<file path="config.mk">
export PLATFORM = sky130hd
export DESIGN_NAME = cache_ctrl
export DESIGN_NICKNAME = d
export VERILOG_FILES = /design/src/cache_pkg.sv /design/src/cpu_if_pkg.sv /design/src/cache_ctrl.sv
export VERILOG_INCLUDE_DIRS = /design/src
export SDC_FILE = /design/constraint.sdc
export NUM_CORES = 1
export LEC_CHECK = 0
export BUFFER_PORTS_ARGS = -buffer_cell sky130_fd_sc_hd__buf_2
export CAP_MARGIN = 40
export CORE_ASPECT_RATIO = 1.25
export CORE_MARGIN = 4
export CORE_UTILIZATION = 31
export CTS_CLUSTER_SIZE = 28
export DETAILED_ROUTE_END_ITERATION = 10
export GPL_TIMING_DRIVEN = 0
export PLACE_DENSITY = 0.69
export RECOVER_POWER = 25
export SETUP_SLACK_MARGIN = 0.1
export SYNTH_ARGS = -nofsm -noshare
export SYNTH_HDL_FRONTEND = slang
export SYNTH_SLANG_ARGS = --single-unit
</file>
<file path="constraint.sdc">
create_clock -name clk -period 10.5 [get_ports clk]
set_input_delay 2.1 -clock clk [delete_from_list [all_inputs] [get_ports clk]]
set_output_delay 2.1 -clock clk [all_outputs]
set_load 0.01 [all_outputs]
</file>
<file path="src/mem_sys_defs.svh">
//--------------------
// Memory system parameters
// Address and data widths, cache geometry and
// main memory timing shared by packages and RTL
//--------------------
`ifndef MEM_SYS_DEFS_SVH
`define MEM_SYS_DEFS_SVH

// Processor side widths
`define MEM_SYS_ADDR_W 16
`define MEM_SYS_DATA_W 16

// Address split, tag + index + offset
`define MEM_SYS_TAG_W 5
`define MEM_SYS_INDEX_W 8
`define MEM_SYS_OFFSET_W 3

// Cache geometry
`define MEM_SYS_LINES 256
`define MEM_SYS_WORDS_PER_LINE 4

// Main memory timing in cycles
`define MEM_SYS_RD_LAT 2
`define MEM_SYS_BANK_BUSY 4

`endif

</file>
<file path="src/cache_pkg.sv">
//--------------------
// Cache and memory types
// Address fields, cache command and status,
// and the main memory command
//--------------------
`default_nettype none
`include "mem_sys_defs.svh"

package cache_pkg;

   typedef logic [`MEM_SYS_TAG_W-1:0]    tag_t;
   typedef logic [`MEM_SYS_INDEX_W-1:0]  index_t;
   typedef logic [`MEM_SYS_OFFSET_W-1:0] offset_t;

   // Byte address viewed as cache fields
   typedef struct packed {
      tag_t    tag;
      index_t  index;
      offset_t offset;
   } cache_addr_t;

   // Main memory command, addr is a word aligned byte address
   typedef struct packed {
      logic                       rd;
      logic                       wr;
      logic [`MEM_SYS_ADDR_W-1:0] addr;
      logic [`MEM_SYS_DATA_W-1:0] wdata;
   } mem_cmd_t;

   typedef struct packed {
      logic                       en;
      logic                       comp;
      logic                       write;
      tag_t                       tag;
      index_t                     index;
      offset_t                    offset;
      logic [`MEM_SYS_DATA_W-1:0] wdata;
   } cache_cmd_t;

   // Line metadata and selected word of the addressed line
   typedef struct packed {
      logic                       hit;
      logic                       valid;
      logic                       dirty;
      tag_t                       tag_out;
      logic [`MEM_SYS_DATA_W-1:0] rdata;
   } cache_status_t;

endpackage

`default_nettype wire

</file>
<file path="src/cpu_if_pkg.sv">
//--------------------
// Processor interface types
// Request and response carried between the
// processor and the memory system
//--------------------
`default_nettype none
`include "mem_sys_defs.svh"

package cpu_if_pkg;

   // One-cycle strobe request, word aligned byte address
   typedef struct packed {
      logic                       rd;
      logic                       wr;
      logic [`MEM_SYS_ADDR_W-1:0] addr;
      logic [`MEM_SYS_DATA_W-1:0] wdata;
   } cpu_req_t;

   // Completion, rdata valid together with done
   typedef struct packed {
      logic                       done;
      logic                       hit;
      logic [`MEM_SYS_DATA_W-1:0] rdata;
   } cpu_rsp_t;

endpackage

`default_nettype wire

</file>
<file path="src/cache_ctrl.sv">
//--------------------
// Cache controller
// FSM that runs the compare, the optional write-back,
// the refill and the final compare for each request
//--------------------
`timescale 1ns/1ns
`default_nettype none
`include "mem_sys_defs.svh"

module cache_ctrl (
   input  logic                       clk,
   input  logic                       rst,
   input  cpu_if_pkg::cpu_req_t       req,
   output cpu_if_pkg::cpu_rsp_t       rsp,
   output logic                       busy,
   output logic                       err,
   output cache_pkg::cache_cmd_t      cache_cmd,
   input  cache_pkg::cache_status_t   cache_status,
   output cache_pkg::mem_cmd_t        mem_cmd,
   input  logic [`MEM_SYS_DATA_W-1:0] mem_rdata,
   input  logic                       mem_err
);
   import cpu_if_pkg::*;
   import cache_pkg::*;

   localparam int WORDS       = `MEM_SYS_WORDS_PER_LINE;
   localparam int RD_LAT      = `MEM_SYS_RD_LAT;
   localparam int REFILL_LAST = WORDS + RD_LAT - 1;

   typedef enum logic [2:0] {
      S_IDLE,
      S_COMP,
      S_WB,
      S_REFILL,
      S_FINAL,
      S_DONE
   } state_t;

   state_t      state_q;
   state_t      state_d;
   logic [2:0]  cnt_q;
   logic [2:0]  cnt_d;
   logic [2:0]  fill_cnt;
   cpu_req_t    req_q;
   cache_addr_t req_a;

   logic new_req;
   logic idle_like;
   logic accept;
   logic drop;
   logic load_rsp;
   logic hit_d;
   logic hit_q;
   logic err_q;
   logic [`MEM_SYS_DATA_W-1:0] rdata_q;

   assign req_a    = req_q.addr;
   // Word being written into the line during refill
   assign fill_cnt = cnt_q - 3'(RD_LAT);

   // New requests only in IDLE or in the done cycle
   assign new_req   = req.rd | req.wr;
   assign idle_like = (state_q == S_IDLE) || (state_q == S_DONE);
   assign accept    = new_req & idle_like & ~req.addr[0];
   assign drop      = new_req & ~accept;

   assign busy = ~idle_like;
   assign err  = err_q;
   assign rsp  = '{done: (state_q == S_DONE), hit: hit_q, rdata: rdata_q};

   always_comb begin
      state_d  = state_q;
      cnt_d    = cnt_q;
      load_rsp = 1'b0;
      hit_d    = 1'b0;

      cache_cmd        = '0;
      cache_cmd.tag    = req_a.tag;
      cache_cmd.index  = req_a.index;
      cache_cmd.offset = req_a.offset;
      cache_cmd.wdata  = req_q.wdata;

      mem_cmd       = '0;
      mem_cmd.addr  = {req_a.tag, req_a.index, cnt_q[1:0], 1'b0};
      mem_cmd.wdata = cache_status.rdata;

      case (state_q)
         S_IDLE, S_DONE: begin
            state_d = accept ? S_COMP : S_IDLE;
         end

         // Lookup, the cache performs a write on a hit by itself
         S_COMP: begin
            cache_cmd.en    = 1'b1;
            cache_cmd.comp  = 1'b1;
            cache_cmd.write = req_q.wr;
            cnt_d           = '0;
            if (cache_status.hit) begin
               load_rsp = 1'b1;
               hit_d    = 1'b1;
               state_d  = S_DONE;
            end else if (cache_status.valid && cache_status.dirty) begin
               state_d = S_WB;
            end else begin
               state_d = S_REFILL;
            end
         end

         // Old line goes back to the address of its stored tag
         S_WB: begin
            cache_cmd.en     = 1'b1;
            cache_cmd.offset = {cnt_q[1:0], 1'b0};
            mem_cmd.wr       = 1'b1;
            mem_cmd.addr     = {cache_status.tag_out, req_a.index, cnt_q[1:0], 1'b0};
            if (cnt_q == 3'(WORDS - 1)) begin
               cnt_d   = '0;
               state_d = S_REFILL;
            end else begin
               cnt_d = cnt_q + 1'b1;
            end
         end

         // Reads issue first, fills trail them by the read latency
         S_REFILL: begin
            if (cnt_q < 3'(WORDS)) begin
               mem_cmd.rd = 1'b1;
            end
            if (cnt_q >= 3'(RD_LAT)) begin
               cache_cmd.en     = 1'b1;
               cache_cmd.write  = 1'b1;
               cache_cmd.offset = {fill_cnt[1:0], 1'b0};
               cache_cmd.wdata  = mem_rdata;
            end
            cnt_d = cnt_q + 1'b1;
            if (cnt_q == 3'(REFILL_LAST)) begin
               state_d = S_FINAL;
            end
         end

         // Repeat the original access on the refilled line
         S_FINAL: begin
            cache_cmd.en    = 1'b1;
            cache_cmd.comp  = 1'b1;
            cache_cmd.write = req_q.wr;
            load_rsp        = 1'b1;
            state_d         = S_DONE;
         end

         default: begin
            state_d = S_IDLE;
         end
      endcase
   end

   always_ff @(posedge clk) begin
      if (rst) begin
         state_q <= S_IDLE;
         cnt_q   <= '0;
         err_q   <= 1'b0;
      end else begin
         state_q <= state_d;
         cnt_q   <= cnt_d;
         // Sticky until reset
         err_q   <= err_q | drop | mem_err;
      end
   end

   always_ff @(posedge clk) begin
      if (accept) begin
         req_q <= req;
      end
      if (load_rsp) begin
         hit_q   <= hit_d;
         rdata_q <= cache_status.rdata;
      end
   end

endmodule

`default_nettype wire

</file>
# Word-level counts from Yosys, hierarchy flattened
# Cells that the tools add are included.
[totals]
ff_bits = 57
elab_cells = 58
[classes]
eq_ne = 9
n_lt_le_gt_ge = 2
n_mux = 20
bitwise = 9
add_sub_neg = 2
n_reduce_logical = 8
[ops]
columns = ["op", "n"]
rows = [
  ["two-way mux 19 bit", 1],
  ["two-way mux 17 bit", 1],
  ["two-way mux 16 bit", 1],
  ["case mux 3 bit (5 select lines)", 1],
  ["two-way mux 3 bit", 4],
  ["== test 3 x 2 -> 1 bit (second input constant)", 3],
  ["== test 3 bit (second input constant)", 3],
  ["case mux 3 bit (3 select lines)", 1],
  ["two-way mux 1 bit", 7],
  ["case mux 1 bit (2 select lines)", 3],
  ["case mux 3 bit (2 select lines)", 1],
  ["!= test 2 bit (second input constant)", 2],
  ["OR reduction 2 bit", 2],
  ["adder 3 x 1 -> 3 bit (second input constant)", 1],
  ["bitwise AND 1 bit", 3],
  ["== test 3 x 1 -> 1 bit (second input constant)", 1],
  ["greater-or-equal comparator 3 x 2 -> 1 bit (second input constant)", 1],
  ["logical NOT 3 bit", 1],
  ["less-than comparator 3 bit (second input constant)", 1],
  ["inverter 1 bit", 3],
  ["bitwise OR 1 bit", 3],
  ["nonzero test 3 bit", 1],
  ["OR reduction 3 bit", 1],
  ["AND reduction 2 bit", 1],
  ["other kinds (3)", 3],
]

# Longest topological paths before layout
[logic_depth]
ltp_word = 8
mapped_depth = 6
ltp_nobuf = 6

# Worst setup path after synthesis
# OpenSTA, ideal clock, no wires.
[synth_path]
path_kind = "input to register"
from = "in req[16] (netlist name)"
to = "reg req_q (netlist bit req_a[0]) (enable)"
n_path_buf = 0
path_stages = 1
slack_ns = 4.508
arrival_time_ns = 5.480
setup_ns = 0.513
path_cell_list = "nor4_1"
[synth_via]
elab_chain_len = 2
[synth_lines]
columns = ["element", "line", "text"]
rows = [
  ["start, declared", "cache_ctrl.sv:13", "input cpu_if_pkg::cpu_req_t req,"],
  ["inverter 1 bit", "cache_ctrl.sv:64", "assign accept = new_req & idle_like & ~req.addr[0];"],
  ["bitwise AND 1 bit", "cache_ctrl.sv:64", ""],
  ["end signal, assigned", "cache_ctrl.sv:170", "req_q <= req;"],
  ["end, declared", "cache_ctrl.sv:44", "cpu_req_t req_q;"],
]
# No other way between the ends.
# A chain may end at the register's enable or synchronous reset.

==> flow_summary.yaml <==
hold_path:
  worst_hold_path.num_cells: 2
  worst_hold_path_type: "reg -> reg"
  hold_path.startpoint: "cnt_q[2]$_SDFFE_PP0P_"
die:
  num_io_pins: 166
  die-area_mm2: 0.0101
  die_width_um: 90.8
  floorplan.initialDensity_pct: 32.0
  num_rows: 37
  die_span_y_um: 111
  coreArea_mm2: 0.00829
logic_synthesis:
  synth_top_area_share_pct: 56.6
  postSynthRegisterBits: 57
  synth_area_leaders: "edfxtp_1, buf_4, mux2_2"
  asyncSetResetFlopFracSynth_pct: 0
  ys.flop_type: "edfxtp_1"
  synth_seq_area_share_pct: 61.8
  netlist.top_cell.by_area: "edfxtp_1"
  syn_area_per_cell_um2: 14.0
  yosys_warnings: 0
  netlist_instances: 190
  ys_top_cells_by_count: "edfxtp_1, buf_4, mux2_2"
  synth_cell_types: 33
  netlist_area_mm2: 0.00266
  synthesis.nets: 271
  synthMostInstantiatedCell: "edfxtp_1"
  synth_edf_count: 50
power:
  power_mw: 0.749
  internal_power_mw: 0.514
  power_switching_mw: 0.235
  ir_worst_vdd_mv: 0.0950
  p_sw_share_pct: 31.4
  power_leakage_nw: 1.74
  power.density_cell_area_mw_per_mm2: 198
  share_comb_of_total_power_pct: 34.1
  power.share.clock_pct: 23.3
  proportion_of_power_drawn_by_flip_flops_and_latches_pct: 42.6
placed_design:
  port_buffers: 164
  gpl.final_weighted_congestion: 0.745
  pre_cts_ws_ns: 5.80
  dpl_cell_area_mm2: 0.00364
  hpwl_um: 5280
clock_network:
  tritoncts_num_sinks: 57
  cts_hold_repair.buffers: 0
  reg_clk_slew_reported_paths_ns: 0.06
  cts_resized: 0
  cts_made_buffers: 9
  clk_root_buffer_cell: "clkbuf_8"
  postCtsSetupBuffers: 0
  tritoncts: "yes"
  clock_path_buffers: 2
  worstSkewPairLatency_ns: 0.34
  cts.htree.levels: 3
global_routing:
  via_count_of_the_first_global_routing_pass: 2129
  globalRouteTotalUtil_pct: 12.8
  global_route_wire_length_before_repair_um: 10200
  grt_remaining_overflow: 0
  antenna_found_initial: 0
  grt_max_degree: 17
worst_setup_path:
  crit_path_end_kind: "primary output"
  critPathMaxFanout: 1
  crit_type: "in -> out"
  critical_path.reg2reg.startpoint: "state_q[0]$_SDFFE_PP0P_"
  worstPathRequired_ns: 8.40
  reg2reg_setup_slack_ns: 8.02
  cp-startpoint: "mem_rdata[5]"
  worst_r2r_path_depth: 6
  timing.critical_path.arrival_ns: 2.59
  worst_setup_sp_type: "input pin"
timing:
  finalCriticalPeriod_ns: 4.69
  slew_viols_final: 0
  timing.clock.skew_ns: 0.00567
  timing.final.setup_violations: 0
  fmax_mhz: 213
  rsz0062_at_grt: "false"
  slew-limit-headroom_pct: 47.4
  fin_tns_setup_ns: 0
  final_hold_viol_count: 0
  slew_worst_pin_ns: 0.782
  layout_setup_ws_ns: 5.81
  final_min_period_over_clock_period_pct: 44.7
layout:
  insertedDiodeCount: 0
  area_delta_synth_final_pct: 42.6
  layout-drive-gt1-share_pct: 65.1
  final_nets: 451
  final_util_pct: 45.7
  finalInstanceArea_mm2: 0.00379
  num-fill-cells: 788
detailed_routing:
  detail-route-antenna-nets: 0
  tritonroute_pass_1_iters: 4
  via_count: 2081
  drt_wl_total_um: 6590
  drt_iter0_markers: 55
  drt_drc_violations_left: 0
  vias_per_cell: 4.41
  detail_route.wl_per_cell_um: 14.0
flow_run:
  timing.max_cap.violations: 0
outcome:
  outcome: "complete, no violations"
-- layout by cell type, fill, tap and decap left out, types with 3 or more instances in the layout --
cell,count
a21oi_1,7
buf_2,158
buf_4,42
clkbuf_1,16
clkbuf_8,10
clkinv_2,4
dfxtp_1,7
edfxtp_1,50
ha_1,4
inv_1,3
mux2_2,22
nand2_1,4
nand2b_1,6
nor2_1,10
nor2b_1,4
-- power groups by stage --
stage	Sequential, mW	Combinational (mW)	Clock, mW
3_5_place_dp	0.324	0.260	0
3_3_place_gp	0.329	0.247	0
2_1_floorplan	0.333	0.143	0
6_report	0.319	0.256	0.174
4_1_cts	0.320	0.261	0.181
5_1_grt	0.324	0.279	0.191
-- final cells by class --
type	instances	area (µm²)	area share [%]
plain buffers	47	345	9.12
clock buffers	12	145	3.83
clock inverters	4	20.0	0.529
inverters	3	11.3	0.297
multi-input cells	83	667	17.6
flip-flops and latches	57	1640	43.3
well taps	97	121	3.20
repair buffers	169	836	22.1
-- sequential cells by signal (all words and copies together), names as in the netlist --
signal,flops
hit_q,1
req_a,16
state_q,3
rdata_q,16
cnt_q,3
err,1
req_q,17
-- metal layers --
metal	up-vias	wire length, µm	track usage, %
met5	-	0	0
met4	0	161	6.64
met3	14	736	4.46
met2	131	3150	21.7
met1	939	2540	14.3
li1	997	-	-
-- critical path: stages --
cell    delay [ns]
buf_2         0.10
mux2_2        0.26
buf_2         0.14
-- path summary, 6_finish.rpt --
kind / endpoint
max: cache_cmd[5]
max reg2reg: req_q[15]$_DFFE_PP_
min: cnt_q[2]$_SDFFE_PP0P_
min reg2reg: cnt_q[2]$_SDFFE_PP0P_
-- metrics by stage --
stage / std cells / hold slack, ns
floorplan: 190 / 0.477
finish: 472 / 0.538
global route: 472 / 0.566
CTS: 472 / 0.534
detailed placement: 456 / 0.518
global placement: 451 / 0.499
-- logic make-up (layout without fill, tap and decap cells) --
logic type / count (synthesis) / count (layout) / share of synthesized area, %
compound gates: 18 / 18 / 4.57
xor+xnor: 3 / 3 / 0.990
fa+ha+maj: 4 / 4 / 1.89
buf+inv: 50 / 235 / 13.4
flops: 57 / 57 / 61.8
mux: 22 / 22 / 9.33
other cells: 1 / 1 / 0.141
simple gates: 35 / 35 / 7.82
Power figures use the tool's default switching activity.
